### src/rtl/uart_pkg.sv
package uart_pkg;

    localparam int CLK_FREQ     = 50_000_000;   // system clock in hz
    localparam int BAUD_RATE    = 115_200;      // host link speed
    localparam int RX_TICK_BAUD = 16;           // samples per bit

    // clocks per sample tick, 27 at the rates above
    localparam int TICK_DIV     = CLK_FREQ / (BAUD_RATE * RX_TICK_BAUD);

    localparam int TICK_CNT_W   = $clog2(TICK_DIV);        // divider counter width
    localparam int SAMPLE_CNT_W = $clog2(RX_TICK_BAUD);    // sample counter width

    typedef logic [7:0] byte_t;                 // one received frame

endpackage

### src/rtl/debug_pkg.sv
package debug_pkg;

    localparam int MEM_DEPTH = 256;             // instruction memory words

    typedef logic [31:0] word_t;                // instruction word
    typedef logic [$clog2(MEM_DEPTH)-1:0] addr_t;   // memory address and pc
    typedef logic [31:0] count_t;               // executed fetch cycles

    localparam word_t HALT_WORD = '1;           // all ones stops a run

    // command bytes sent by the host, plain ascii letters
    localparam uart_pkg::byte_t CMD_LOAD  = 8'h4C;  // 'L'
    localparam uart_pkg::byte_t CMD_STEP  = 8'h53;  // 'S'
    localparam uart_pkg::byte_t CMD_RUN   = 8'h52;  // 'R'
    localparam uart_pkg::byte_t CMD_CLEAR = 8'h5A;  // 'Z'

    typedef enum logic [3:0] {
        ST_IDLE       = 4'd0,   // waiting for a command byte
        ST_LOAD_COUNT = 4'd1,   // next byte is the word count
        ST_LOAD_BYTE  = 4'd2,   // collecting the four bytes of a word
        ST_LOAD_WRITE = 4'd3,   // one cycle write strobe
        ST_STEP       = 4'd4,   // single fetch
        ST_RUN        = 4'd5    // fetch every cycle until halt
    } debug_state_t;

endpackage

### src/rtl/debug_unit.sv
`timescale 1ns/10ps

module debug_unit (
    input  logic              wire_clk_wz,
    input  logic              i_reset,
    input  uart_pkg::byte_t   i_rx_data,
    input  logic              i_rx_done,
    input  logic              i_halt,
    output logic              o_mem_wr_en,
    output debug_pkg::addr_t  o_mem_wr_addr,
    output debug_pkg::word_t  o_mem_wr_data,
    output logic              o_step_en,
    output logic              o_pc_clear,
    output logic [3:0]        o_debug_state
);

    debug_pkg::debug_state_t state;
    debug_pkg::addr_t        words_left;    // words still to load
    logic [1:0]              lane;          // byte position inside the word
    debug_pkg::word_t        word_sr;       // word being assembled
    debug_pkg::addr_t        wr_addr;
    logic                    cmd_valid;

    assign cmd_valid = i_rx_done && (state == debug_pkg::ST_IDLE);

    always_ff @(posedge wire_clk_wz) begin
        if (i_reset) begin
            state      <= debug_pkg::ST_IDLE;
            words_left <= '0;
            lane       <= '0;
            wr_addr    <= '0;
            o_pc_clear <= 1'b0;
        end else begin
            o_pc_clear <= cmd_valid && (i_rx_data == debug_pkg::CMD_CLEAR);
            case (state)
                debug_pkg::ST_IDLE: begin
                    if (i_rx_done) begin
                        case (i_rx_data)
                            debug_pkg::CMD_LOAD:  state <= debug_pkg::ST_LOAD_COUNT;
                            debug_pkg::CMD_STEP:  state <= debug_pkg::ST_STEP;
                            debug_pkg::CMD_RUN:   state <= debug_pkg::ST_RUN;
                            default:              state <= debug_pkg::ST_IDLE;  // clear or unknown
                        endcase
                    end
                end
                debug_pkg::ST_LOAD_COUNT: begin
                    if (i_rx_done) begin
                        words_left <= i_rx_data;
                        lane       <= '0;
                        wr_addr    <= '0;       // every load starts at address 0
                        if (i_rx_data == '0)
                            state <= debug_pkg::ST_IDLE;
                        else
                            state <= debug_pkg::ST_LOAD_BYTE;
                    end
                end
                debug_pkg::ST_LOAD_BYTE: begin
                    if (i_rx_done) begin
                        lane <= lane + 1'b1;
                        if (lane == 2'd3)
                            state <= debug_pkg::ST_LOAD_WRITE;  // fourth byte is in
                    end
                end
                debug_pkg::ST_LOAD_WRITE: begin
                    wr_addr    <= wr_addr + 1'b1;
                    words_left <= words_left - 1'b1;
                    if (words_left == debug_pkg::addr_t'(1))
                        state <= debug_pkg::ST_IDLE;
                    else
                        state <= debug_pkg::ST_LOAD_BYTE;
                end
                debug_pkg::ST_STEP: begin
                    state <= debug_pkg::ST_IDLE;        // one fetch only
                end
                debug_pkg::ST_RUN: begin
                    // received bytes are ignored here, only halt ends the run
                    if (i_halt)
                        state <= debug_pkg::ST_IDLE;
                end
                default: state <= debug_pkg::ST_IDLE;
            endcase
        end
    end

    // first byte ends up in the low lane after four shifts
    always_ff @(posedge wire_clk_wz) begin
        if (state == debug_pkg::ST_LOAD_BYTE && i_rx_done)
            word_sr <= {i_rx_data, word_sr[31:8]};
    end

    assign o_mem_wr_en   = (state == debug_pkg::ST_LOAD_WRITE);
    assign o_mem_wr_addr = wr_addr;
    assign o_mem_wr_data = word_sr;

    // no fetch while the halt word sits in the instruction register
    assign o_step_en = ((state == debug_pkg::ST_STEP) || (state == debug_pkg::ST_RUN)) && !i_halt;

    assign o_debug_state = 4'(state);

endmodule

### config.mk
export PLATFORM = sky130hd
export DESIGN_NAME = debug_unit
export DESIGN_NICKNAME = d
export VERILOG_FILES = /design/src/rtl/uart_pkg.sv /design/src/rtl/debug_pkg.sv /design/src/rtl/debug_unit.sv
export SDC_FILE = /design/constraint.sdc
export NUM_CORES = 1
export LEC_CHECK = 0
export BUFFER_PORTS_ARGS = -buffer_cell sky130_fd_sc_hd__buf_4
export CORE_ASPECT_RATIO = 1.25
export CORE_MARGIN = 1.5
export CORE_UTILIZATION = 51
export DETAILED_ROUTE_END_ITERATION = 6
export GPL_TIMING_DRIVEN = 0
export HOLD_SLACK_MARGIN = 0.03
export PLACE_DENSITY = 0.78
export SLEW_MARGIN = 10
export SYNTH_ARGS = -nofsm -noshare
export SYNTH_HDL_FRONTEND = slang
export SYNTH_SLANG_ARGS = --single-unit
### constraint.sdc
create_clock -name wire_clk_wz -period 1.9 [get_ports wire_clk_wz]
set_input_delay 0.095 -clock wire_clk_wz [delete_from_list [all_inputs] [get_ports wire_clk_wz]]
set_output_delay 0.095 -clock wire_clk_wz [all_outputs]
set_load 0.05 [all_outputs]
==> flow_metrics.env <==
export IMPL_worstSkewPairLatency_ns=0.31
export IMPL_antenna_found_initial=0
export IMPL_wirelength_um=4670
export IMPL_crit_type="flop to flop"
export IMPL_worst_pin_slew_ns=0.564
export IMPL_holdPathEnd="o_debug_state[2]"
export IMPL_min_period_ns=1.76
export IMPL_async_flop_share=0
export IMPL_gp_congestion=0.862
export IMPL_skew_ns=0.00542
export IMPL_min_from="i_rx_done"
export IMPL_finalCritPeriodShare=0.927
export IMPL_overflow=0
export IMPL_grt_setup_unrepaired="false"
export IMPL_mostFrequentLayoutCells="buf_4, edfxtp_1, dfxtp_1, nor2_1, nand2_1"
export IMPL_fp_row_count=26
export IMPL_drive_above_1_share=0.319
export IMPL_dr_pass1_iters=4
export IMPL_drt_iter0_drc=67
export IMPL_die_width_um=62.0
export IMPL_num_antenna_cells=0
export IMPL_pre_cts_slack_ns=0.193
export IMPL_grt_first_pass_wirelength_um=7330
export IMPL_synth_seq_area_share=0.632
export IMPL_regToRegSetupSlack_ns=0.14
export IMPL_initial_core_util=0.537
export IMPL_syn2layout_area_growth_pct=33.1
export IMPL_crit_arrival_ns=1.93
export IMPL_portBuffers=57
export IMPL_p_leak_nw=1.14
export IMPL_synthFlopType="edfxtp_1"
export IMPL_endpoint_kind="flop"
export IMPL_setup_viol=0
export IMPL_postRouteAntennaNets=0
export IMPL_cts_sinks=54
export IMPL_worstReg2RegEnd="lane[1]"
export IMPL_muxShareOfSynthArea=0.00959
export IMPL_clk_path_buf_depth=2
export IMPL_fin_tns_setup_ns=0
export IMPL_cts_root_buf="clkbuf_8"
export IMPL_clkTransAtPathRegs_ns=0.09
export IMPL_worstPathRequired_ns=2.07
export IMPL_cts_buffers=5
export IMPL_ir_drop_v=0.000338
export IMPL_placed_area_mm2=0.00272
export IMPL_status="completed"
export IMPL_final_nets=269
export IMPL_post_place_cells=293
export IMPL_dieHeight_um=76.7
export IMPL_power_density_mw_per_mm2=742
export IMPL_core_mm2=0.00413
export IMPL_final_common_cell="buf_4"
export IMPL_synth_warning_count=0
export IMPL_vias_per_cell=5.43
export IMPL_die_area_mm2=0.00475
export IMPL_dr_total_vias=1683
export IMPL_cts_setup_buffers=0
export IMPL_routedWlPerCell_um=15.1
export IMPL_htreeDepth=2
export IMPL_hold_class="input port to flop"
export IMPL_whs_path_depth=3
export IMPL_final_setup_worst_slack_ns=0.138
export IMPL_netlist_instances=180
export IMPL_yosysUniqueCellTypes=51
export IMPL_grt_usage=0.207
export IMPL_synth_top_family_by_area="simple AND/OR/NAND/NOR gates"
export IMPL_yosys_area_share_xor_xnor=0
export IMPL_postLayoutCellArea_mm2=0.00295
export IMPL_drcViolationCount=0
export IMPL_synth_edf_count=32
export IMPL_fmax_mhz=568
export IMPL_synth_compound_area_frac=0.111
export IMPL_finalHoldViolations=0
export IMPL_yosys_area_share_simple=0.186
export IMPL_netlist_area_mm2=0.00222
export IMPL_postSynthNetCount=196
export IMPL_cts_tree="yes"
export IMPL_max_slew_margin=0.624
export IMPL_critPathMaxFanout=35
export IMPL_stdcell_count=310
export IMPL_grt_pass1_vias=1535
export IMPL_drv_cap=0
export IMPL_timing_rr_start="o_debug_state[0]"
export IMPL_ff2ff_path_depth=5
export IMPL_ys_ff_latch=54
export IMPL_finalMaxSlewViolations=0
export IMPL_ios=59
export IMPL_crit_path_start_kind="flop"
export IMPL_dpl_hpwl_um=3300
export IMPL_syn_avg_cell_area_um2=12.3
export IMPL_synthAdderAreaFrac=0.0226
export IMPL_grt_max_degree=36
## repair_timing
item                      in CTS  in global routing
hold endpoints to repair       9                  0
resized for setup              0                  0
hold buffers                   9                  0
## layer usage
metal,vias to the layer above,global-route usage,part of all wire
met5,-,0,0
met4,0,0.0851,0.019
met3,8,0.0438,0.056
met2,62,0.338,0.52
met1,788,0.256,0.40
li1,825,-,-
## final cells by class
| type | instances | area [um^2] |
|---|---|---|
| repair buffers | 66 | 518 |
| inverters | 4 | 17.5 |
| clock buffers | 5 | 68.8 |
| clock inverters | 3 | 68.8 |
| flip-flops and latches | 54 | 1400 |
| well taps | 56 | 70.1 |
| fillers | 294 | 1180 |
| multi-input cells | 113 | 743 |
| plain buffers | 9 | 63.8 |
## report_power, final
group | switching, mW | internal, mW | total (mW) | leakage (nW)
clock | 0.355 | 0.527 | 0.882 | 0.0683
sequential | 0.000525 | 1.23 | 1.23 | 0.465
combinational | 0.0419 | 0.0371 | 0.0790 | 0.610
total | 0.397 | 1.79 | 2.19 | 1.14
## registers in the layout, summed over array words and instances (netlist names)
name           cells
o_debug_state      3
o_mem_wr_addr      8
lane               2
o_pc_clear         1
o_mem_wr_data     32
words_left         8
## per-stage QoR
stage,hold WS [ns],utilization,power [mW]
detailed placement,0.311,0.659,1.32
CTS,0.173,0.714,2.21
global route,0.197,0.714,2.25
global placement,0.312,0.659,1.32
floorplan,0.185,-,1.28
finish,0.183,0.714,2.19
## kinds of logic after synthesis
kind of cell	after synthesis
adder cells (fa/ha/maj)	4
AO/OA/AOI/OAI	37
flip-flops	54
buffers and inverters	13
AND/OR/NAND/NOR	69
multiplexers	2
other	1
## how the worst max path moves through the flow
stage / start / to / slack (ns) / cells past startpoint
after floorplan: o_debug_state[2] / o_debug_state[2] / -0.11 / 4
after global placement: o_debug_state[0] / lane[1] / 0.23 / 5
after detailed placement: o_debug_state[0] / lane[1] / 0.19 / 5
after CTS: o_debug_state[0] / lane[1] / 0.13 / 5
after global routing: o_debug_state[0] / lane[1] / 0.03 / 5
final: o_debug_state[0] / lane[1] / 0.14 / 5
## synth_stat cells, types with 2 or more instances
cell type	number	area share
edfxtp_1	32	0.43
dfxtp_1	22	0.20
nor2_1	17	0.029
nand2_1	11	0.019
a21oi_1	9	0.020
nand3_1	7	0.016
a22oi_1	5	0.017
a31oi_1	5	0.014
o21ai_0	5	0.011
or3_1	5	0.014
buf_4	4	0.014
ha_1	4	0.023
and2_1	3	0.0085
clkbuf_1	3	0.0051
inv_1	3	0.0051
nor4_1	3	0.0085
o311ai_0	3	0.012
a221oi_1	2	0.0079
buf_6	2	0.010
nand2b_1	2	0.0056
nor3_1	2	0.0045
or4_1	2	0.0068
## critical path: stages (launching register included)
cell,delay (ns)
dfxtp_1,0.37
buf_4,0.19
and4bb_4,0.66
nor2_1,0.13
a22oi_1,0.19
nor2_1,0.07
Power figures use the tool's default switching activity.
