$ cat src/rtl/uart_pkg.sv
package uart_pkg;

    localparam int CLK_FREQ     = 50_000_000;   // system clock in hz
    localparam int BAUD_RATE    = 115_200;      // host link speed
    localparam int RX_TICK_BAUD = 16;           // samples per bit

    // clocks per sample tick, 27 at the rates above
    localparam int TICK_DIV     = CLK_FREQ / (BAUD_RATE * RX_TICK_BAUD);

    localparam int TICK_CNT_W   = $clog2(TICK_DIV);        // divider counter width
    localparam int SAMPLE_CNT_W = $clog2(RX_TICK_BAUD);    // sample counter width

    typedef logic [7:0] byte_t;                 // one received frame

endpackage

$ cat src/rtl/debug_pkg.sv
package debug_pkg;

    localparam int MEM_DEPTH = 256;             // instruction memory words

    typedef logic [31:0] word_t;                // instruction word
    typedef logic [$clog2(MEM_DEPTH)-1:0] addr_t;   // memory address and pc
    typedef logic [31:0] count_t;               // executed fetch cycles

    localparam word_t HALT_WORD = '1;           // all ones stops a run

    // command bytes sent by the host, plain ascii letters
    localparam uart_pkg::byte_t CMD_LOAD  = 8'h4C;  // 'L'
    localparam uart_pkg::byte_t CMD_STEP  = 8'h53;  // 'S'
    localparam uart_pkg::byte_t CMD_RUN   = 8'h52;  // 'R'
    localparam uart_pkg::byte_t CMD_CLEAR = 8'h5A;  // 'Z'

    typedef enum logic [3:0] {
        ST_IDLE       = 4'd0,   // waiting for a command byte
        ST_LOAD_COUNT = 4'd1,   // next byte is the word count
        ST_LOAD_BYTE  = 4'd2,   // collecting the four bytes of a word
        ST_LOAD_WRITE = 4'd3,   // one cycle write strobe
        ST_STEP       = 4'd4,   // single fetch
        ST_RUN        = 4'd5    // fetch every cycle until halt
    } debug_state_t;

endpackage

$ cat src/rtl/fetch_unit.sv
`timescale 1ns/10ps

module fetch_unit (
    input  logic               wire_clk_wz,
    input  logic               i_reset,
    input  logic               i_step_en,
    input  logic               i_pc_clear,
    input  debug_pkg::word_t   i_rd_data,
    output debug_pkg::addr_t   o_rd_addr,
    output debug_pkg::addr_t   o_pc,
    output debug_pkg::word_t   o_instr,
    output debug_pkg::count_t  o_cycle_count,
    output logic               o_halt
);

    debug_pkg::addr_t pc_next;

    assign pc_next = o_pc + 1'b1;       // wraps at the top of memory

    // look ahead so the read data matches the pc at the next edge
    always_comb begin
        if (i_pc_clear)
            o_rd_addr = '0;
        else if (i_step_en)
            o_rd_addr = pc_next;
        else
            o_rd_addr = o_pc;
    end

    always_ff @(posedge wire_clk_wz) begin
        if (i_reset || i_pc_clear) begin
            o_pc          <= '0;
            o_instr       <= '0;
            o_cycle_count <= '0;
        end else if (i_step_en) begin
            o_pc          <= pc_next;
            o_instr       <= i_rd_data;   // word at the current pc
            o_cycle_count <= o_cycle_count + 1'b1;
        end
    end

    assign o_halt = (o_instr == debug_pkg::HALT_WORD);

endmodule

$ cat config.mk
export PLATFORM = sky130hd
export DESIGN_NAME = fetch_unit
export DESIGN_NICKNAME = d
export VERILOG_FILES = /design/src/rtl/uart_pkg.sv /design/src/rtl/debug_pkg.sv /design/src/rtl/fetch_unit.sv
export SDC_FILE = /design/constraint.sdc
export NUM_CORES = 1
export LEC_CHECK = 0
export BUFFER_PORTS_ARGS = -buffer_cell sky130_fd_sc_hd__buf_2
export CORE_MARGIN = 5
export CORE_UTILIZATION = 52
export CTS_CLUSTER_SIZE = 10
export DETAILED_ROUTE_END_ITERATION = 7
export GPL_ROUTABILITY_DRIVEN = 0
export PLACE_DENSITY = 0.86
export SYNTH_ARGS = -nofsm -noshare
export SYNTH_HDL_FRONTEND = slang
export SYNTH_SLANG_ARGS = --single-unit
$ cat constraint.sdc
create_clock -name wire_clk_wz -period 2.9 [get_ports wire_clk_wz]
set_input_delay 0.145 -clock wire_clk_wz [delete_from_list [all_inputs] [get_ports wire_clk_wz]]
set_output_delay 0.145 -clock wire_clk_wz [all_outputs]
set_load 0.1 [all_outputs]
==> out/metrics.cfg, run 1 <==
[floorplan]
fp-row-count=28
start_util_pct=52.56
die_y_um=86.67
core_mm2=0.005816
design.die.area_mm2=0.007512
die_w_um=86.67
boundaryPins=117

[critical_path]
critPathSlowestCell=or4_1
critPathMaxFanout=26
startpoint_type=flop
cp.required_ns=3.16
slowest_delay_ns=0.90
crit_path_frequent_cell=or4_1
cp_cell_sequence=nand4_2 -> or4_1 -> or4_1 -> a21oi_1
r2r_cells=4
end_kind=flop
path_class=flop to flop
worstPathArrival_ns=2.61

[power]
ir_worst_vdd_mv=0.3468
power_density_mw_per_mm2=530.3
power_mw=2.049
leakage_nw=1.709

[logic_synthesis]
synth-compound-area-share_pct=7.327
synth_area_mm2=0.003057
ys_warn_count=0
postSynthAreaPerCell_um2=9.043
yosys.area.top_type=dfxtp_1
yosysSeqAreaShare_pct=47.16
synth-xor-area-share_pct=5.444
ys_types=27
ys_ff_latch=72
synth_top_area_share_pct=47.16
synth_nets=376
synthAdderAreaFrac_pct=0.8187
synthTopCellsByArea=dfxtp_1 47%, mux2i_1 11%, nor2_1 7.2%
synth_top_family_by_area=simple AND/OR/NAND/NOR gates
netlist_instances=338
synth_mux_area_share_pct=11.13
post_synth_and_or_nand_nor_area_fraction_pct=24.72

[cells_and_area]
drive_gt1_share_pct=32.07
utilization_pct=66.46
final_common_cell=buf_2
n_fill_cell=500
nets=482
area_growth_pct=26.44
final_cell_mix=116 x buf_2, 72 x dfxtp_1, 52 x nor2_1
multi_input_area_mm2=0.001529
antenna_cells=0
seq_area_mm2=0.001441

[sta]
slew_headroom_pct=53.60
tns_ns=0
fin_crit_ns=2.356
skew_ns=0.008387
hold_violations=0
tightest_slew_ns=0.6959
rsz0062_at_grt=false
clock.fmax_mhz=424.4
finalSetupViolCount=0
drv_slew=0
fin_crit_sh_pct=81.25

[routing]
dr_total_vias=2892
dr.first_iter.drc_count=133
via_per_inst=5.519
first_pass_iters=4
routedWlPerCell_um=14.59
routed_wl_um=7643
drc_errors=0
antenna_left=0

[clock_network]
clockBufferDepth=2
htreeDepth=3
clk_latency_ns=0.33
post-cts-setup-buffers=0
clockRootBuffer=clkbuf_8
tritoncts=built
hold_buffers=0
cts-buffers-inserted=9
ctsResizeCount=0
cts.sinks=72
clk_pin_slew_ns=0.08

[grt]
grt_pass1_wl_um=12500
overflow=0
grt_pass1_vias=2836
grt_max_degree=49
grt.total_usage_pct=20.42
antenna_found_initial=0

[placement]
portBuffers=116
dp_hpwl_um=5631

[worst_hold_path]
hp-class=input port to flop
min_delay_path_depth=3

[job]
cap_violations=0

[status]
status=finished clean

-- worst max-delay path, delay by kind of cell (launching register included) --
| kind | cells | cell delay (ns) |
|---|---|---|
| AO/OA/AOI/OAI | 1 | 0.15 |
| flip-flops | 1 | 0.43 |
| AND/OR/NAND/NOR | 3 | 1.70 |
-- kinds of logic after synthesis --
logic type	after synthesis
buf+inv	25
fa+ha+maj	2
mux	34
flops	72
simple gates	148
compound gates	38
xor+xnor	19
-- metal layers --
metal	GRT usage, %	share of wire [%]
met2	33.73	48
met1	24.60	42
met3	7.700	8.3
met5	0	0
met4	6.374	1.4
-- cell usage after synthesis, drive strengths merged --
master,number
a21oi,19
a31o,1
and2,1
and3,4
and4,3
buf,9
clkbuf,14
dfxtp,72
ha,2
inv,2
mux2i,34
nand2,12
nand3,12
nand4,20
nor2,59
nor3,10
nor4,2
o21ai,6
o31ai,12
or2,2
or3,6
or4,17
xnor2,9
xor2,10
-- registers in the layout, indices dropped and copies added, names as in the netlist --
signal and count:
o_pc 8, o_instr 32, o_cycle_count 32
-- power breakdown --
part	leakage [nW]	internal, mW	switching [mW]
combinational	1.03	0.0572	0.192
clock	0.0993	0.420	0.362
sequential	0.583	1.00	0.0138
-- path summary, 6_finish.rpt --
check                                      start                        endpoint  slack [ns]
setup / recovery   o_cycle_count[7]$_SDFFE_PP0P_  o_cycle_count[21]$_SDFFE_PP0P_        0.54
hold / removal                      i_rd_data[6]         o_instr[6]$_SDFFE_PP0P_        0.05
setup reg to reg   o_cycle_count[7]$_SDFFE_PP0P_  o_cycle_count[21]$_SDFFE_PP0P_        0.54
hold reg to reg   o_cycle_count[31]$_SDFFE_PP0P_  o_cycle_count[31]$_SDFFE_PP0P_        0.49
-- through the flow --
| stage | cells | hold slack (ns) | cell area, um^2 | worst slack, ns |
|---|---|---|---|---|
| floorplan | 338 | 0.2922 | 3074 | 0.1179 |
| global placement | 508 | 0.3757 | 3667 | 0.6628 |
| detailed placement | 508 | 0.3875 | 3667 | 0.5799 |
| CTS | 524 | 0.03822 | 3865 | 0.5579 |
| global route | 524 | 0.03711 | 3865 | 0.3921 |
| finish | 524 | 0.05018 | 3865 | 0.5438 |
-- cell type report --
class                           instances  area share, %
Clock buffer                           11          3.658
Clock inverter                          5          1.457
Inverter                                2         0.1942
Multi-Input combinational cell        241          39.56
Sequential cell                        72          37.29
Tap cell                               75          2.428
Timing Repair Buffer                  118          15.41
Power figures use the tool's default switching activity.
==> run 2: changes to the inputs <==
ABC_AREA = 1   (was unset)
CORE_UTILIZATION = 45   (was 52)
PLACE_DENSITY = 0.78   (was 0.86)
clock period = 1.95 ns   (was 2.9 ns; I/O delays follow)
==> run 2 against run 1 <==
Effect of this change:
- final area grew 16%
- flip-flop and latch count is the same
- area after synthesis increased by 8.4%
- combinational power up 56%
- first-iteration DRC count up 1.5%
- sequential power up 48%
- power is 50% higher
- final cell count rose by 35%
- sequential share of layout area down 4.6 points
- via count is 22% higher
- clock power grew 50%
- worst setup slack got worse by 0.43 ns
- largest power group unchanged
==> out/metrics.cfg, run 2 <==
[status]
status=finished clean  ; unchanged

[logic_synthesis]
postSynthAreaPerCell_um2=6.987  ; was 9.043 um^2
ys.flop_type=dfxtp_1  ; unchanged
ys_ff_latch=72  ; unchanged
ys_types=25  ; was 27
yosys.area.top_type=dfxtp_1  ; unchanged
netlist_instances=474  ; was 338
async_flop_share_pct=0  ; unchanged
synth_edf_count=0  ; unchanged
ys_warn_count=0  ; unchanged
synthTopCellsByArea=dfxtp_1 44%, nand2_1 16%, nor2_1 8.3%  ; was dfxtp_1 47%, mux2i_1 11%, nor2_1 7.2%
yosysMostFrequentCell=nand2_1  ; was dfxtp_1
synth_top_area_share_pct=43.52  ; was 47.16%
synth_nets=512  ; was 376
synth_area_mm2=0.003312  ; was 0.003057 mm^2
synthTopCellsByCount=145 x nand2_1, 73 x nor2_1, 72 x dfxtp_1  ; was 72 x dfxtp_1, 59 x nor2_1, 34 x mux2i_1
yosysSeqAreaShare_pct=43.52  ; was 47.16%

[critical_path]
critPathSlowestCell=dfxtp_2  ; was or4_1
worstPathArrival_ns=1.74  ; was 2.61 ns
end_kind=output pin  ; was flop
r2r_cells=8  ; was 4
critPathMaxFanout=4  ; was 26
path_class=flop to output pin  ; was flop to flop
cp_cell_sequence=ha_1 -> nand3_1 -> nor2_1 -> nand3_1 -> xor2_1 -> nor2_4 -> buf_12  ; was nand4_2 -> or4_1 -> or4_1 -> a21oi_1
slowest_delay_ns=0.36  ; was 0.90 ns
cp.required_ns=1.85  ; was 3.16 ns
crit_path_frequent_cell=nand3_1  ; was or4_1
startpoint_type=flop  ; unchanged

[floorplan]
design.die.area_mm2=0.009176  ; was 0.007512 mm^2
die_y_um=95.79  ; was 86.67 um
boundaryPins=117  ; unchanged
start_util_pct=45.91  ; was 52.56%
die_w_um=95.79  ; was 86.67 um
fp-row-count=31  ; was 28
core_mm2=0.007214  ; was 0.005816 mm^2

[worst_hold_path]
min_delay_path_depth=3  ; unchanged
hp-class=input port to flop  ; unchanged

[job]
cap_violations=0  ; unchanged

[clock_network]
clockRootBuffer=clkbuf_8  ; unchanged
clockBufferDepth=2  ; unchanged
cts.sinks=72  ; unchanged
tritoncts=built  ; unchanged
clk_pin_slew_ns=0.08  ; about the same
cts-buffers-inserted=9  ; unchanged
htreeDepth=3  ; unchanged
clk_latency_ns=0.34  ; was 0.33 ns
post-cts-setup-buffers=0  ; unchanged

[placement]
dp_hpwl_um=6709  ; was 5631 um
portBuffers=116  ; unchanged
post-place-ws_ns=0.4758  ; was 0.5799 ns

[cells_and_area]
final_cell_mix=145 x nand2_1, 110 x buf_2, 65 x nor2_1  ; was 116 x buf_2, 72 x dfxtp_1, 52 x nor2_1
n_fill_cell=668  ; was 500
utilization_pct=62.19  ; was 66.46%
nets=640  ; was 482
top_regs=o_cycle_count: 32 flops, o_instr: 32 flops, o_pc: 8 flops  ; unchanged
antenna_cells=0  ; unchanged
area_growth_pct=35.47  ; was 26.44%
drive_gt1_share_pct=32.62  ; was 32.07%
final_common_cell=nand2_1  ; was buf_2

[sta]
fin_ws_ns=0.1158  ; was 0.5438 ns
tightest_slew_ns=0.5111  ; was 0.6959 ns
hold_violations=0  ; unchanged
rsz0062_at_grt=false  ; unchanged
clock.fmax_mhz=545.2
drv_slew=0  ; unchanged
finalSetupViolCount=0  ; unchanged
slew_headroom_pct=66.16  ; was 53.60%
skew_ns=0.007999  ; was 0.008387 ns
fin_crit_sh_pct=94.06
fin_crit_ns=1.834

[routing]
drc_errors=0  ; unchanged
antenna_left=0  ; unchanged
dr_total_vias=3540  ; was 2892
routedWlPerCell_um=12.86  ; was 14.59 um
first_pass_iters=5  ; was 4
routed_wl_um=9081  ; was 7643 um
via_per_inst=5.014  ; was 5.519
dr.first_iter.drc_count=135  ; was 133

[grt]
overflow=0  ; unchanged
grt_max_degree=46  ; was 49
antenna_found_initial=0  ; unchanged
grt_pass1_wl_um=15320  ; was 12500 um
grt.total_usage_pct=21.00  ; was 20.42%
grt_pass1_vias=3405  ; was 2836

[power]
leakage_nw=1.839  ; was 1.709 nW
ir_worst_vdd_mv=0.5114  ; was 0.3468 mV
power_density_mw_per_mm2=685.1  ; was 530.3 mW/mm^2

==> run 2: cell count changes in the layout (fill, tap and decap cells not counted), sizes merged, moves of 6 or more <==
cell / change
nand2: +135
nor2: +34
mux2i: -33
a21oi: +31
inv: +25
or4: -17
nand3: +15
dlygate4sd3: +12
o31ai: -12
or3: -6
==> run 2: logic make-up after synthesis <==
logic type                 after synthesis  share of synthesized area, %
xor gates and xnor gates                11                         2.909
adders and majority gates                2                        0.7555
AOI/OAI and AO/OA                       54                         8.160
muxes                                    1                        0.3022
DFF                                     72                         43.52
buffers and inverters                   43                         5.138
and+or+nand+nor                        291                         39.21
==> run 2: layer usage <==
metal  track usage (%)  share of wire, %  vias to the layer above
li1                  -                 -                     1780
met1             24.61                40                     1604
met2             35.67                49                      143
met3             6.411               9.2                       13
met4             8.412               1.4                        0
met5                 0                 0                        -
==> run 2: critical path: cells and delay by family (launching register included) <==
family | cells | cell delay (ns)
XOR/XNOR | 1 | 0.28
adder cells (fa/ha/maj) | 1 | 0.17
buffers and inverters | 1 | 0.17
flip-flops | 1 | 0.36
AND/OR/NAND/NOR | 4 | 0.41
==> run 2: per-stage QoR <==
| step | hold slack (ns) | area (um^2) | power [mW] | cells | setup TNS (ns) |
|---|---|---|---|---|---|
| CTS | 0.0001650 | 4487 | 3.105 | 706 | 0 |
| detailed placement | 0.3553 | 4169 | 1.918 | 678 | 0 |
| floorplan | 0.2380 | 3393 | 1.825 | 474 | -0.09653 |
| finish | 0.01030 | 4487 | 3.074 | 706 | 0 |
| global route | 0.003191 | 4487 | 3.199 | 706 | 0 |
| global placement | 0.3501 | 4169 | 1.913 | 678 | 0 |
==> run 2: path summary, 6_finish.rpt <==
path | startpoint | end | slack [ns]
setup reg to reg | o_cycle_count[0]$_SDFFE_PP0P_ | o_cycle_count[12]$_SDFFE_PP0P_ | 0.55
hold / removal | i_rd_data[24] | o_instr[24]$_SDFFE_PP0P_ | 0.01
hold reg to reg | o_cycle_count[0]$_SDFFE_PP0P_ | o_cycle_count[0]$_SDFFE_PP0P_ | 0.47
setup / recovery | o_pc[0]$_SDFF_PP0_ | o_rd_addr[6] | 0.12
==> run 2: final cells by class <==
cell class                 count  area, um^2  area share, %
multi-input combinational    359        1757          39.15
sequential                    72        1466          32.68
timing repair buffer         133       840.8          18.74
clock buffer                  10       127.6          2.844
tap                           99       123.9          2.761
inverter                      27       101.3          2.259
clock inverter                 6       70.07          1.562
==> run 2: repair_timing <==
| action | CTS | global route |
|---|---|---|
| gates resized for setup | 0 | 0 |
| hold buffers | 12 | 0 |
| endpoints found under the hold margin | 12 | 0 |
==> run 2: where the power goes <==
group          total [mW]  internal (mW)  switching, mW
Clock                1.17          0.595          0.576
Combinational       0.389         0.0926          0.297
Sequential           1.51           1.49         0.0198
==> run 3: changes to the inputs <==
CELL_PAD_IN_SITES_DETAIL_PLACEMENT = 1   (was unset)
CELL_PAD_IN_SITES_GLOBAL_PLACEMENT = 1   (was unset)
CORE_UTILIZATION = 31   (was 45)
==> run 3 against run 2 <==
Effect of this change:
- clock skew up 0.0040 ns
- sequential power barely moved
- hold slack improved by 0.011 ns
- clock power is 22% higher
- sequential share of layout area shrank 1.6 points
- die area grew 40%
- flip-flop and latch count did not move
- combinational power rose by 8.2%
- clock-buffer cell count up 2
- critical path depth unchanged
- critical path type unchanged
==> out/metrics.cfg, run 3 (synthesis gave the netlist of run 2 again) <==
[cells_and_area]
n_fill_cell=1327  ; was 668
multi_input_area_mm2=0.001784  ; was 0.001757 mm^2
stdcell_area_mm2=0.004728  ; was 0.004487 mm^2
final_cell_mix=145 x nand2_1, 110 x buf_2, 64 x nor2_1  ; was 145 x nand2_1, 110 x buf_2, 65 x nor2_1
seq_area_mm2=0.001469  ; was 0.001466 mm^2
utilization_pct=45.60  ; was 62.19%
antenna_cells=0  ; unchanged
drive_gt1_share_pct=32.63  ; was 32.62%
final_common_cell=nand2_1  ; unchanged
nets=652  ; was 640
area_growth_pct=42.77  ; was 35.47%
top_regs=o_cycle_count: 32 flops, o_instr: 32 flops, o_pc: 8 flops  ; unchanged
fin_cells=755  ; was 706

[placement]
dp_hpwl_um=8204  ; was 6709 um
placed_area_mm2=0.004208  ; was 0.004169 mm^2
post-place-cells=714  ; was 678
post-place-ws_ns=0.4092  ; was 0.4758 ns
portBuffers=116  ; unchanged

[sta]
clock.fmax_mhz=543.7  ; was 545.2 MHz
fin_crit_ns=1.839  ; was 1.834 ns
fin_ws_ns=0.1109  ; was 0.1158 ns
tightest_slew_ns=0.5088  ; was 0.5111 ns
slew_headroom_pct=66.31  ; was 66.16%
skew_ns=0.01202  ; was 0.007999 ns
tns_ns=0  ; unchanged
timing.hold.ws_ns=0.02157  ; was 0.01030 ns
hold_violations=0  ; unchanged
drv_slew=0  ; unchanged
fin_crit_sh_pct=94.32  ; was 94.06%
finalSetupViolCount=0  ; unchanged

[critical_path]
cp.depth=7  ; unchanged
startpoint_type=flop  ; unchanged
worstPathArrival_ns=1.74  ; about the same
path_class=flop to output pin  ; unchanged
crit_family=simple AND/OR/NAND/NOR gates  ; unchanged
cp.required_ns=1.85  ; about the same
cp_cell_sequence=ha_4 -> nand3_1 -> nor2_2 -> nand3_2 -> xor2_2 -> nor2_4 -> buf_12  ; was ha_1 -> nand3_1 -> nor2_1 -> nand3_1 -> xor2_1 -> nor2_4 -> buf_12
cp_num_buf_inv=1  ; unchanged
slowest_delay_ns=0.39  ; was 0.36 ns
r2r_cells=8  ; unchanged
critPathSlowestCell=dfxtp_2  ; unchanged
end_kind=output pin  ; unchanged
critPathMaxFanout=4  ; unchanged

[routing]
dr.first_iter.drc_count=118  ; was 135
via_per_inst=4.894  ; was 5.014
routed_wl_um=11930  ; was 9081 um
dr_total_vias=3695  ; was 3540
routedWlPerCell_um=15.81  ; was 12.86 um
drc_errors=0  ; unchanged
antenna_left=0  ; unchanged
first_pass_iters=4  ; was 5

[grt]
overflow=0  ; unchanged
grt_pass1_vias=4006  ; was 3405
grt_pass1_wl_um=19310  ; was 15320 um
grt.total_usage_pct=18.60  ; was 21.00%
antenna_found_initial=0  ; unchanged
grt_max_degree=41  ; was 46

[worst_hold_path]
min_delay_path_depth=3  ; unchanged
hp-class=input port to flop  ; unchanged

[job]
cap_violations=0  ; unchanged

[floorplan]
design.die.area_mm2=0.01285  ; was 0.009176 mm^2
fp-row-count=37  ; was 31
boundaryPins=117  ; unchanged
die_y_um=113.4  ; was 95.79 um
die_w_um=113.4  ; was 95.79 um
start_util_pct=31.94  ; was 45.91%
core_mm2=0.01037  ; was 0.007214 mm^2

[power]
power_mw=3.370  ; was 3.074 mW
power_density_mw_per_mm2=712.8  ; was 685.1 mW/mm^2
leakage_nw=1.914  ; was 1.839 nW
ir_worst_vdd_mv=0.4311  ; was 0.5114 mV

[clock_network]
clockRootBuffer=clkbuf_8  ; unchanged
cts-buffers-inserted=9  ; unchanged
tritoncts=built  ; unchanged
htreeDepth=3  ; unchanged
post-cts-setup-buffers=0  ; unchanged
clk_pin_slew_ns=0.09  ; was 0.08 ns
cts.sinks=72  ; unchanged
clockBufferDepth=2  ; unchanged
clk_latency_ns=0.35  ; was 0.34 ns

[status]
status=finished clean  ; unchanged

run 3: metal layers:
layer | vias up | global-route usage [%] | part of all wire [%]
met4 | 0 | 5.849 | 1.4
met5 | - | 0 | 0
met1 | 1784 | 19.85 | 41
met3 | 15 | 5.348 | 6.2
li1 | 1801 | - | -
met2 | 95 | 35.03 | 52
run 3: final timing paths:
kind	from	endpoint	slack, ns
worst max-delay path	o_pc[1]$_SDFF_PP0_	o_rd_addr[6]	0.11
worst min-delay path	i_rd_data[16]	o_instr[16]$_SDFFE_PP0P_	0.02
worst max register to register	o_cycle_count[0]$_SDFFE_PP0P_	o_cycle_count[14]$_SDFFE_PP0P_	0.49
worst min register to register	o_cycle_count[0]$_SDFFE_PP0P_	o_cycle_count[0]$_SDFFE_PP0P_	0.48
run 3: timing repair:
| action | in CTS | in global routing |
|---|---|---|
| gates resized for setup | 1 | 5 |
| hold buffers | 25 | 0 |
| hold endpoints to repair | 25 | 0 |
| setup endpoints to repair | 1 | 1 |
| gates cloned | 0 | 0 |
| pin swaps | 0 | 2 |
run 3: worst reg2reg max path, stage by stage, from the launching register on:
cell and delay [ns]:
dfxtp_2 0.38, ha_1 0.20, nand3_1 0.13, nor2_2 0.14, nand2_1 0.11, nor2_2 0.15, nand3_1 0.11, nand2_1 0.08
nor2_1 0.04
run 3: report_power, final:
| group | total, mW | switching [mW] | internal, mW |
|---|---|---|---|
| Combinational | 0.421 | 0.312 | 0.109 |
| Sequential | 1.51 | 0.0222 | 1.49 |
| Clock | 1.43 | 0.609 | 0.826 |
| Total | 3.37 | 0.943 | 2.43 |
run 3: cell type report:
type / count / area share (%)
multi-input combinational: 359 / 37.73
sequential: 72 / 31.07
timing repair buffer: 145 / 20.38
tap: 136 / 3.599
clock buffer: 12 / 3.493
inverter: 27 / 2.143
clock inverter: 4 / 1.588
