<file path="config.mk">
export PLATFORM = sky130hd
export DESIGN_NAME = uart_rx
export DESIGN_NICKNAME = d
export VERILOG_FILES = /design/src/rtl/uart_pkg.sv /design/src/rtl/uart_rx.sv
export SDC_FILE = /design/constraint.sdc
export NUM_CORES = 1
export LEC_CHECK = 0
export BUFFER_PORTS_ARGS = -buffer_cell sky130_fd_sc_hd__buf_2
export CAP_MARGIN = 20
export CORE_ASPECT_RATIO = 0.75
export CORE_MARGIN = 2
export CORE_UTILIZATION = 40
export DETAILED_ROUTE_END_ITERATION = 10
export PLACE_DENSITY_LB_ADDON = 0.1
export SLEW_MARGIN = 10
export SYNTH_ARGS = -nofsm -noshare
export SYNTH_HDL_FRONTEND = slang
export SYNTH_SLANG_ARGS = --single-unit
</file>
<file path="constraint.sdc">
create_clock -name wire_clk_wz -period 3.6 [get_ports wire_clk_wz]
set_input_delay 0.36 -clock wire_clk_wz [delete_from_list [all_inputs] [get_ports wire_clk_wz]]
set_output_delay 0.36 -clock wire_clk_wz [all_outputs]
set_load 0.05 [all_outputs]
</file>
<file path="src/rtl/uart_pkg.sv">
package uart_pkg;

    localparam int CLK_FREQ     = 50_000_000;   // system clock in hz
    localparam int BAUD_RATE    = 115_200;      // host link speed
    localparam int RX_TICK_BAUD = 16;           // samples per bit

    // clocks per sample tick, 27 at the rates above
    localparam int TICK_DIV     = CLK_FREQ / (BAUD_RATE * RX_TICK_BAUD);

    localparam int TICK_CNT_W   = $clog2(TICK_DIV);        // divider counter width
    localparam int SAMPLE_CNT_W = $clog2(RX_TICK_BAUD);    // sample counter width

    typedef logic [7:0] byte_t;                 // one received frame

endpackage

</file>
<file path="src/rtl/uart_rx.sv">
`timescale 1ns/10ps

module uart_rx (
    input  logic            wire_clk_wz,
    input  logic            i_reset,
    input  logic            i_uart_rx,
    output uart_pkg::byte_t o_rx_data,
    output logic            o_rx_done
);

    typedef enum logic [1:0] {
        RX_IDLE,
        RX_START,
        RX_DATA,
        RX_STOP
    } rx_state_t;

    rx_state_t                          state;
    logic                               rx_meta;
    logic                               rx_sync;
    logic [uart_pkg::TICK_CNT_W-1:0]    tick_cnt;
    logic                               tick;
    logic [uart_pkg::SAMPLE_CNT_W-1:0]  samp_cnt;
    logic [2:0]                         bit_cnt;
    uart_pkg::byte_t                    shift_reg;
    logic                               bit_mid;
    logic                               frame_ok;

    // two flops against metastability, line idles high
    always_ff @(posedge wire_clk_wz) begin
        if (i_reset) begin
            rx_meta <= 1'b1;
            rx_sync <= 1'b1;
        end else begin
            rx_meta <= i_uart_rx;
            rx_sync <= rx_meta;
        end
    end

    // free running sample tick divider
    always_ff @(posedge wire_clk_wz) begin
        if (i_reset || tick)
            tick_cnt <= '0;
        else
            tick_cnt <= tick_cnt + 1'b1;
    end

    assign tick     = (tick_cnt == uart_pkg::TICK_CNT_W'(uart_pkg::TICK_DIV - 1));
    assign bit_mid  = tick && (samp_cnt == uart_pkg::SAMPLE_CNT_W'(uart_pkg::RX_TICK_BAUD - 1));
    assign frame_ok = (state == RX_STOP) && bit_mid && rx_sync;   // stop bit must be high

    always_ff @(posedge wire_clk_wz) begin
        if (i_reset) begin
            state     <= RX_IDLE;
            samp_cnt  <= '0;
            bit_cnt   <= '0;
            o_rx_done <= 1'b0;
        end else begin
            o_rx_done <= frame_ok;
            case (state)
                RX_IDLE: begin
                    samp_cnt <= '0;
                    if (!rx_sync)
                        state <= RX_START;              // falling start edge
                end
                RX_START: begin
                    if (tick) begin
                        if (samp_cnt == uart_pkg::SAMPLE_CNT_W'(uart_pkg::RX_TICK_BAUD / 2 - 1)) begin
                            samp_cnt <= '0;
                            bit_cnt  <= '0;
                            state    <= rx_sync ? RX_IDLE : RX_DATA;    // reject glitches
                        end else begin
                            samp_cnt <= samp_cnt + 1'b1;
                        end
                    end
                end
                RX_DATA: begin
                    if (tick)
                        samp_cnt <= samp_cnt + 1'b1;    // wraps at the bit boundary
                    if (bit_mid && bit_cnt == 3'd7)
                        state <= RX_STOP;
                    else if (bit_mid)
                        bit_cnt <= bit_cnt + 1'b1;
                end
                RX_STOP: begin
                    if (tick)
                        samp_cnt <= samp_cnt + 1'b1;
                    if (bit_mid)
                        state <= RX_IDLE;               // low stop bit just drops the byte
                end
                default: state <= RX_IDLE;
            endcase
        end
    end

    // data path, lsb arrives first
    always_ff @(posedge wire_clk_wz) begin
        if (state == RX_DATA && bit_mid)
            shift_reg <= {rx_sync, shift_reg[7:1]};
        if (frame_ok)
            o_rx_data <= shift_reg;                     // held until the next good frame
    end

endmodule

</file>
==> summary.md, run 1 <==
| Metric | Value |
|---|---|
| 1st-iter DRT viols | `28` |
| Post-route DRC | `0` |
| Final RePlAce weighted congestion | `0.697` |
| Die Area | `around 0.0038 mm²` |
| CTS resizes | `0` |
| Crit end category | `register` |
| Worst Path Arrival | `approximately 2.2 ns` |
| Final min period | `between 2 and 2.5 ns` |
| CTS tree | `done` |
| CTS H-tree depth | `2` |
| RSZ-0062 raised after global routing | `false` |
| Ys Warns | `0` |
| Seq cells post-synth | `33` |
| Leak | `between 0.0005 and 0.0006 µW` |
| Final Slew Violations | `0` |
| Max-cap viol count | `0` |
| Most common cell after layout, fill and taps aside | `dfxtp_1` |
| Remaining antenna violation count after routing | `0` |
| Worst Setup EP | `o_rx_data[2]$_DFFE_PP_` |
| Footprint of the multi-input gates | `approximately 450 µm²` |
| Worst setup margin | `1.34 ns` |
| Share of cells above drive strength 1 | `0.210` |
| Max Buffers Root-to-Sink | `2` |
| Overall routed net length | `approximately 2 mm` |
| Die height | `53.6 µm` |
| Seq/Total Area, Yosys | `0.627` |
| First-pass GRT wire length | `3.50 mm` |
| Critical path origin | `tick_cnt[0]$_SDFF_PP0_` |
| Tcrit/Tclk final | `0.628` |
| Initial antenna violation count | `0` |
| FF-to-FF Start | `tick_cnt[0]$_SDFF_PP0_` |
| Prevailing post-synth register cell | `dfxtp_1` |
| Synth Cell Area | `0.00131 mm²` |
| # setup viols final | `0` |
| Hold Path Class | `primary input to register` |
| Fillcell total | `roughly 280` |
| Grt total ovfl | `0` |
| Critical path class | `register to register` |
| N_diodes | `0` |
| Max FO, Critical Path | `8` |
| Most frequent cells in the layout | `dfxtp_1, edfxtp_1, buf_2, nor2_1, a21oi_1` |
| Drt first pass iters | `4` |
| Vias in the first global route | `789` |
| Starting density of the core | `0.431` |
| Die Width | `70.1 µm` |
| Async SR Flop Fraction | `0` |
| Clk_skew | `~0.0042 ns` |
| Core region area | `0.00304 mm²` |
| Largest net degree at the start of global routing | `14` |
| Run status | `completed` |
| R2R Setup Slk | `~1.3 ns` |
| Worst r2r dst | `o_rx_data[2]$_DFFE_PP_` |
| PwrDens | `512 mW/mm²` |
| Startpoint types | `register` |
| Input/output buffers | `11` |
| DR WL/cell | `roughly 13 µm` |
| Area Growth Syn to Fin | `14.4%` |
| Clock sinks | `33` |
| R2R depth | `6` |
| Post-synth EDFFs | `16` |
| Count of final hold-check violations | `0` |
| Clock Latency Late Sink | `approximately 0.28 ns` |
| Peak supply drop | `0.298 mV` |
| Clk slew on worst S/H paths | `approximately 0.06 ns` |
| TritonCTS Buffers | `5` |
| CTS root buf | `clkbuf_8` |
| Slew HR | `0.541` |
| Setup bufs post-CTS | `0` |
| CP required | `between 3 and 4 ns` |
| Avg Cell Area, Syn | `between 10 and 15 µm²` |
| Io pins | `12` |
| FF/Latch Area | `821 µm²` |
| GR Util All Layers | `0.130` |
| Max Clk Rate | `roughly 440 MHz` |
| Syn_nets | `between 100 and 150` |
| Row cnt | `17` |
| Gate Count Post-Synth | `104` |
| Routed vias/inst | `just over 5` |
| CTS Hold Buffers Added | `0` |
| Via count | `799` |
| HPWL reported at the end of detailed placement | `1.40 mm` |
| Nets | `~130` |
| Place WS | `approximately 1.3 ns` |
| Setup TNS | `0 ns` |
| Slew @ Worst Pin | `~0.7 ns` |
| Post-synth cell types | `34` |
## where the power goes
part	internal, µW	switching, µW
logic	7.89	7.87
clock network	225	127
registers	394	4.98
total	628	140
## per-stage QoR
step	util	hold WS, ns	instance area (µm²)	power [µW]	std cells
after global placement	0.455	0.392	1380	423	149
after floorplan	-	0.389	1310	420	104
after CTS	0.493	0.245	1500	781	157
after global routing	0.493	0.243	1500	800	157
final	0.493	0.258	1500	768	157
after detailed placement	0.455	0.399	1380	424	149
## logic make-up after synthesis
group	after synthesis	share of synthesized area
AOI/OAI and AO/OA	16	0.0888
xor gates and xnor gates	4	0.0267
adders and majority gates	5	0.0478
buffers and inverters	7	0.0315
DFF	33	0.627
and+or+nand+nor	39	0.179
## per-layer routing
| layer | up-vias | global-route usage | share of wire |
|---|---|---|---|
| met5 | - | 0 | 0 |
| met4 | 0 | 0.0577 | 0.018 |
| met3 | 6 | 0.0749 | 0.067 |
| met2 | 23 | 0.202 | 0.42 |
| met1 | 362 | 0.149 | 0.49 |
| li1 | 408 | - | - |
## critical path, cell delays in order, from the launching register on
cell and delay (ns):
dfxtp_1 0.33, inv_1 0.06, ha_1 0.16, nand4b_1 0.29, nor2_1 0.38, nand2_1 0.12
nor2_1 0.56
## layout make-up
class / count / share of cell area
inverter: 3 / 0.00751
sequential: 33 / 0.548
clock buffer: 7 / 0.0576
tap: 38 / 0.0317
multi-input combinational: 64 / 0.299
clock inverter: 1 / 0.0200
timing repair buffer: 11 / 0.0367
## cells in the mapped netlist, types with 2 or more instances
cell	number	area, µm²
dfxtp_1	17	340
edfxtp_1	16	480
nor2_1	8	30.0
a21oi_1	7	35.0
nand2_1	6	22.5
nand3_1	6	30.0
ha_1	5	62.6
inv_1	3	11.3
or2_2	3	18.8
xor2_1	3	26.3
a211oi_1	2	15.0
buf_4	2	15.0
nand3b_1	2	15.0
nor3_1	2	10.0
o2111ai_1	2	17.5
or3_1	2	12.5
## worst min-delay path by stage
| stage | startpoint | endpoint | cells past startpoint | slack, ns |
|---|---|---|---|---|
| after CTS | i_uart_rx | rx_meta$_SDFF_PP1_ | 2 | 0.25 |
| final | i_uart_rx | rx_meta$_SDFF_PP1_ | 2 | 0.26 |
| after global placement | rx_meta$_SDFF_PP1_ | rx_sync$_SDFF_PP1_ | 1 | 0.39 |
| after detailed placement | rx_meta$_SDFF_PP1_ | rx_sync$_SDFF_PP1_ | 1 | 0.40 |
| after floorplan | rx_meta$_SDFF_PP1_ | rx_sync$_SDFF_PP1_ | 1 | 0.39 |
| after global routing | i_uart_rx | rx_meta$_SDFF_PP1_ | 2 | 0.24 |
(Power assumes the default switching activity.)
==> run 2, diff against run 1 <==
==> constraint.sdc (replaced) <==
create_clock -name wire_clk_wz -period 2.2 [get_ports wire_clk_wz]
set_input_delay 0.22 -clock wire_clk_wz [delete_from_list [all_inputs] [get_ports wire_clk_wz]]
set_output_delay 0.22 -clock wire_clk_wz [all_outputs]
set_load 0.05 [all_outputs]
==> run 2 against run 1 <==
Against the previous run:
- wire length decreased by 1.9%
- hold slack got worse by 0.14 ns
- count of clock-buffer cells in the layout is 1 lower
==> summary.md, run 2 (synthesis results as in run 1) <==
| Metric | Value |
|---|---|
| GR Util All Layers | `0.134 (+0.00393)` |
| CTS resizes | `0 (unchanged)` |
| Count of final hold-check violations | `0 (unchanged)` |
| Hold Path Class | `primary input to register` |
| Peak supply drop | `0.454 mV (+52%)` |
| First-pass GRT wire length | `3.59 mm (+2.7%)` |
| Area Growth Syn to Fin | `13.0%` |
| Starting density of the core | `0.431 (unchanged)` |
| Max FO, Critical Path | `8 (unchanged)` |
| FF/Latch Area | `821 µm² (unchanged)` |
| Leak | `0.000535 µW (-0.72%)` |
| Footprint of the multi-input gates | `448 µm² (unchanged)` |
| Slew HR | `0.756 (+0.215)` |
| Die Area | `0.00375 mm² (unchanged)` |
| CTS Hold Buffers Added | `0 (unchanged)` |
| Via count | `805 (+0.75%)` |
| Post-route DRC | `0 (unchanged)` |
| Final min period | `1.84 ns (-0.425 ns)` |
| Die height | `53.6 µm (unchanged)` |
| Clock Latency Late Sink | `0.28 ns (about the same)` |
| Largest net degree at the start of global routing | `14 (unchanged)` |
| Initial antenna violation count | `0 (unchanged)` |
| Share of cells above drive strength 1 | `0.223 (+0.0131)` |
| CTS tree | `done` |
| Vias in the first global route | `791 (+0.25%)` |
| Final Slew Violations | `0 (unchanged)` |
| # setup viols final | `0 (unchanged)` |
| Startpoint types | `register` |
| Worst Path Arrival | `1.78 ns (-0.40 ns)` |
| DR WL/cell | `12.6 µm (-3.2%)` |
| Slew @ Worst Pin | `0.365 ns (-0.321 ns)` |
| Overall routed net length | `2.00 mm (-1.9%)` |
| Max Buffers Root-to-Sink | `2 (unchanged)` |
| Nets | `128 (+1.6%)` |
| Most frequent cells in the layout | `dfxtp_1, edfxtp_1, buf_2, nor2_1, a21oi_1` |
| Critical path class | `register to register` |
| Max Clk Rate | `545 MHz (+23%)` |
| Tcrit/Tclk final | `0.834 (+0.206)` |
| Setup TNS | `0 ns (unchanged)` |
| Final RePlAce weighted congestion | `0.736 (+5.6%)` |
| 1st-iter DRT viols | `49 (+75%)` |
| Routed vias/inst | `5.06 (-0.52%)` |
| CP required | `2.14 ns (-1.38 ns)` |
| Core region area | `0.00304 mm² (unchanged)` |
| Die Width | `70.1 µm (unchanged)` |
| Fillcell total | `282 (unchanged)` |
| CTS root buf | `clkbuf_8` |
| Clock sinks | `33 (unchanged)` |
| Clk slew on worst S/H paths | `0.06 ns (about the same)` |
| Setup bufs post-CTS | `0 (unchanged)` |
| N_diodes | `0 (unchanged)` |
| CTS H-tree depth | `2 (unchanged)` |
| Most common cell after layout, fill and taps aside | `dfxtp_1` |
| Max-cap viol count | `0 (unchanged)` |
| Clk_skew | `0.00504 ns (+0.000877 ns)` |
| TritonCTS Buffers | `5 (unchanged)` |
| Row cnt | `17 (unchanged)` |
| Drt first pass iters | `4 (unchanged)` |
| Run status | `completed` |
| Input/output buffers | `11 (unchanged)` |
| Io pins | `12 (unchanged)` |
| RSZ-0062 raised after global routing | `false` |
| Remaining antenna violation count after routing | `0 (unchanged)` |
| Crit end category | `register` |
| HPWL reported at the end of detailed placement | `1.41 mm (+0.57%)` |
| Grt total ovfl | `0 (unchanged)` |
| PwrDens | `742 mW/mm² (+45%)` |
| Power Total | `1100 µW (+43%)` |
==> run 2: cell types whose count changed in the layout (fill, tap and decap cells not counted), sizes merged <==
cell,before,now
buf,11,13
clkinv,0,2
bufinv,1,0
clkbuf,7,6
==> run 2: cell type report <==
class,instances,share of cell area
clock buffers,6,0.0490
well taps,38,0.0321
repair buffers,13,0.0473
inverters,3,0.00761
clock inverters,2,0.00676
multi-input cells,64,0.303
flip-flops and latches,33,0.555
==> run 2: final timing paths <==
path | slack (ns) | depth (start not counted) | startpoint | to
hold / removal | 0.12 | 2 | i_uart_rx | rx_meta$_SDFF_PP1_
setup reg to reg | 0.36 | 4 | samp_cnt[0]$_SDFFE_PP0P_ | shift_reg[2]$_DFFE_PP_
hold reg to reg | 0.41 | 1 | rx_meta$_SDFF_PP1_ | rx_sync$_SDFF_PP1_
setup / recovery | 0.36 | 4 | samp_cnt[0]$_SDFFE_PP0P_ | shift_reg[2]$_DFFE_PP_
==> run 2: through the flow <==
stage | cell area, µm² | utilization | setup slack (ns) | instances | hold slack, ns
after floorplan | 1310 | - | 0.338 | 104 | 0.324
after global placement | 1400 | 0.459 | 0.337 | 151 | 0.392
after detailed placement | 1400 | 0.459 | 0.323 | 151 | 0.397
after CTS | 1480 | 0.487 | 0.348 | 159 | 0.109
after global routing | 1480 | 0.487 | 0.154 | 159 | 0.109
final | 1480 | 0.487 | 0.365 | 159 | 0.120
==> run 2: worst max-delay path, cell delays in order, from the launching register on <==
cell and delay, ns:
dfxtp_1 0.37, ha_1 0.23, nand2_1 0.12, nor2_1 0.33, and3_1 0.45
==> run 2: metal layers <==
metal	global-route usage	wire length [µm]	vias to the layer above
met3	0.0562	84	4
met2	0.192	838	16
met1	0.165	1030	371
met4	0.0962	44	0
li1	-	-	414
met5	0	0	-
==> run 2: report_power, final <==
part           switching (µW)  leakage, µW  internal [µW]  total (µW)
clock                     201    0.0000450            219         419
sequential               8.12     0.000282            646         654
combinational            13.0     0.000209           12.8        25.8
total                     222     0.000535            877        1100
==> run 3, diff against run 2 <==
--- a/config.mk
+++ b/config.mk
@@ -5,6 +5,7 @@
 export SDC_FILE = /design/constraint.sdc
 export NUM_CORES = 1
 export LEC_CHECK = 0
+export ABC_AREA = 1
 export BUFFER_PORTS_ARGS = -buffer_cell sky130_fd_sc_hd__buf_2
 export CAP_MARGIN = 20
 export CORE_ASPECT_RATIO = 0.75
==> constraint.sdc (replaced) <==
create_clock -name wire_clk_wz -period 1.64 [get_ports wire_clk_wz]
set_input_delay 0.164 -clock wire_clk_wz [delete_from_list [all_inputs] [get_ports wire_clk_wz]]
set_output_delay 0.164 -clock wire_clk_wz [all_outputs]
set_load 0.05 [all_outputs]
==> run 3 against run 2 <==
Against the previous run:
- worst setup slack got worse by 0.28 ns
- wire length rose by 6.9%
- hold slack worse by 0.057 ns
- sequential power increased by 39%
- final area is 13% higher
- largest cell class unchanged
- highest routed layer unchanged
==> summary.md, run 3 <==
| Metric | Value |
|---|---|
| Die Width | `70.7 µm (+0.85%)` |
| Clk slew on worst S/H paths | `0.06 ns (about the same)` |
| DR WL/cell | `10.9 µm (-13%)` |
| Run status | `completed` |
| First-pass GRT wire length | `3.72 mm (+3.5%)` |
| Most frequent cells in the layout | `nand2_1, edfxtp_1, dfxtp_1, nor2_1, buf_2` |
| Die height | `54.0 µm (+0.84%)` |
| Hold Startpoint | `i_uart_rx` |
| Slew HR | `0.820 (+0.0640)` |
| Starting density of the core | `0.411 (-0.0194)` |
| Most frequent cell after synthesis | `nand2_1` |
| CTS Hold Buffers Added | `0 (unchanged)` |
| GR Util All Layers | `0.131 (-0.00270)` |
| Hold Path Class | `primary input to register` |
| Seq/Total Area, Yosys | `0.615 (-0.0112)` |
| Dpl cell area | `0.00151 mm² (+8.1%)` |
| Count of final hold-check violations | `0 (unchanged)` |
| HPWL reported at the end of detailed placement | `1.58 mm (+12%)` |
| Initial antenna violation count | `0 (unchanged)` |
| FF-to-FF Start | `tick_cnt[0]$_SDFF_PP0_` |
| Share of cells above drive strength 1 | `0.359 (+0.136)` |
| Grt total ovfl | `0 (unchanged)` |
| M1 GR Usage | `0.170 (+0.00506)` |
| Ys Warns | `0 (unchanged)` |
| Post-route DRC | `0 (unchanged)` |
| Final Slew Violations | `0 (unchanged)` |
| # setup viols final | `0 (unchanged)` |
| Clk_skew | `0.00336 ns (-0.00168 ns)` |
| Area Growth Syn to Fin | `25.2%` |
| Max FO, Critical Path | `8 (unchanged)` |
| Critical path origin | `tick_cnt[0]$_SDFF_PP0_` |
| Max Clk Rate | `643 MHz (+18%)` |
| Post-synth cell types | `21 (-38%)` |
| Final RePlAce weighted congestion | `0.840 (+14%)` |
| N_diodes | `0 (unchanged)` |
| Synth Cell Area | `0.00133 mm² (+1.8%)` |
| Clock Latency Late Sink | `0.28 ns (about the same)` |
| Overall routed net length | `2.13 mm (+6.9%)` |
| Async SR Flop Fraction | `0 (unchanged)` |
| GRT busiest layer | `met2` |
| Setup TNS | `0 ns (unchanged)` |
| Hold WS | `0.0625 ns (-0.0571 ns)` |
| Prevailing post-synth register cell | `dfxtp_1` |
| Global-route met3 utilization | `0.0449 (-0.0112)` |
| Startpoint types | `register` |
| CP required | `1.64 ns (-0.50 ns)` |
| Remaining antenna violation count after routing | `0 (unchanged)` |
| Drt first pass iters | `4 (unchanged)` |
| Seq cells post-synth | `33 (unchanged)` |
| Final min period | `1.55 ns (-0.281 ns)` |
| Design area | `0.00167 mm² (+13%)` |
| Row cnt | `18 (+1)` |
| Routed vias/inst | `4.68 (-7.5%)` |
| Layout Cells excl Fill | `196 (+23%)` |
| Critical path class | `register to register` |
| Max Buffers Root-to-Sink | `2 (unchanged)` |
| Clock sinks | `33 (unchanged)` |
| Gate Count Post-Synth | `130 (+25%)` |
| TritonCTS Buffers | `5 (unchanged)` |
| Input/output buffers | `11 (unchanged)` |
| Largest net degree at the start of global routing | `11 (-3)` |
| Post-synth EDFFs | `16 (unchanged)` |
| Via count | `918 (+14%)` |
| CTS root buf | `clkbuf_8` |
| Peak supply drop | `0.637 mV (+40%)` |
| Top cell type by total area after synthesis | `edfxtp_1` |
| Worst Path Arrival | `1.55 ns (-0.23 ns)` |
| Max-cap viol count | `0 (unchanged)` |
| Avg Cell Area, Syn | `10.3 µm² (-19%)` |
| Tcrit/Tclk final | `0.948 (+0.114)` |
| CTS H-tree depth | `2 (unchanged)` |
| Leak | `0.000634 µW (+18%)` |
| 1st-iter DRT viols | `58 (+18%)` |
| Die Area | `0.00382 mm² (+1.7%)` |
| Syn_nets | `138 (+23%)` |
| Core region area | `0.00324 mm² (+6.6%)` |
| Most common cell after layout, fill and taps aside | `nand2_1` |
| Synth area leaders | `edfxtp_1, dfxtp_1, nand2_1` |
| PwrDens | `1090 mW/mm² (+47%)` |
| Post-synth top cells | `nand2_1, dfxtp_1, edfxtp_1` |
| Slew @ Worst Pin | `0.270 ns (-0.0950 ns)` |
| Nets | `163 (+27%)` |
| Post-Route Utilization | `0.515 (+0.0284)` |
| Vias in the first global route | `863 (+9.1%)` |
| Io pins | `12 (unchanged)` |
| Top-area cell type share of the netlist area | `0.360 (-0.00654)` |
| Crit end category | `register` |
| CTS tree | `done` |
| Post-Place Cells | `187 (+24%)` |
| GRT met2 Usage | `0.195 (+0.00291)` |
-- run 3: cell types whose count changed after synthesis, moves of 3 or more --
| cell | before | now |
|---|---|---|
| nand2_2 | 0 | 3 |
| inv_1 | 3 | 8 |
| nor2_1 | 8 | 14 |
| nand2_1 | 6 | 30 |
| xor2_1 | 3 | 0 |
| inv_2 | 0 | 3 |
-- run 3: per-stage QoR --
| step | setup WS, ns | power (µW) |
|---|---|---|
| finish | 0.0853 | 1830 |
| global route | -0.0186 | 1920 |
| CTS | 0.000489 | 1850 |
| detailed placement | 0.00373 | 1070 |
| global placement | 0.0646 | 1060 |
| floorplan | 0.0139 | 1040 |
-- run 3: worst paths after layout --
path / to / slack (ns) / cells after the start
min: rx_meta$_SDFF_PP1_ / 0.06 / 2
min reg2reg: rx_sync$_SDFF_PP1_ / 0.41 / 1
max: o_rx_data[5]$_DFFE_PP_ / 0.09 / 9
max reg2reg: o_rx_data[5]$_DFFE_PP_ / 0.09 / 9
-- run 3: critical path: stages (launching register included) --
cell	delay (ns)
dfxtp_2	0.32
inv_2	0.06
ha_4	0.13
nand2_2	0.06
nor2_4	0.09
inv_2	0.05
nor2_4	0.13
nand2_4	0.08
nor3_4	0.20
buf_12	0.15
-- run 3: logic make-up (layout without fill, tap and decap cells) --
logic type	after synthesis	in the layout	share of synthesized area
buffers and inverters	11	37	0.0310
AO/OA/AOI/OAI	13	13	0.0685
flip-flops	33	33	0.615
XOR/XNOR	1	1	0.00657
AND/OR/NAND/NOR	67	67	0.232
adder cells (fa/ha/maj)	5	5	0.0469
-- run 3: area by class of cell --
cell class | instances | area (µm²)
Fill cell | 314 | 1570
Sequential cell | 33 | 825
Tap cell | 40 | 50.0
Multi-Input combinational cell | 86 | 518
Timing Repair Buffer | 18 | 120
Clock inverter | 1 | 30.0
Inverter | 11 | 41.3
Clock buffer | 7 | 86.3
-- run 3: power breakdown --
group | switching (µW) | internal (µW)
combinational | 89.7 | 56.6
sequential | 25.1 | 884
clock | 277 | 495
-- run 3: layer usage --
layer | vias up | wire (µm)
li1 | 482 | -
met1 | 415 | 1030
met2 | 16 | 989
met3 | 5 | 82
met4 | 0 | 34
met5 | - | 0
-- run 3: what timing repair did --
| item | in CTS | in global routing |
|---|---|---|
| resized for setup | 1 | 12 |
| pin swaps | 0 | 3 |
| buffers inserted | 0 | 1 |
| setup endpoints to repair | 8 | 19 |
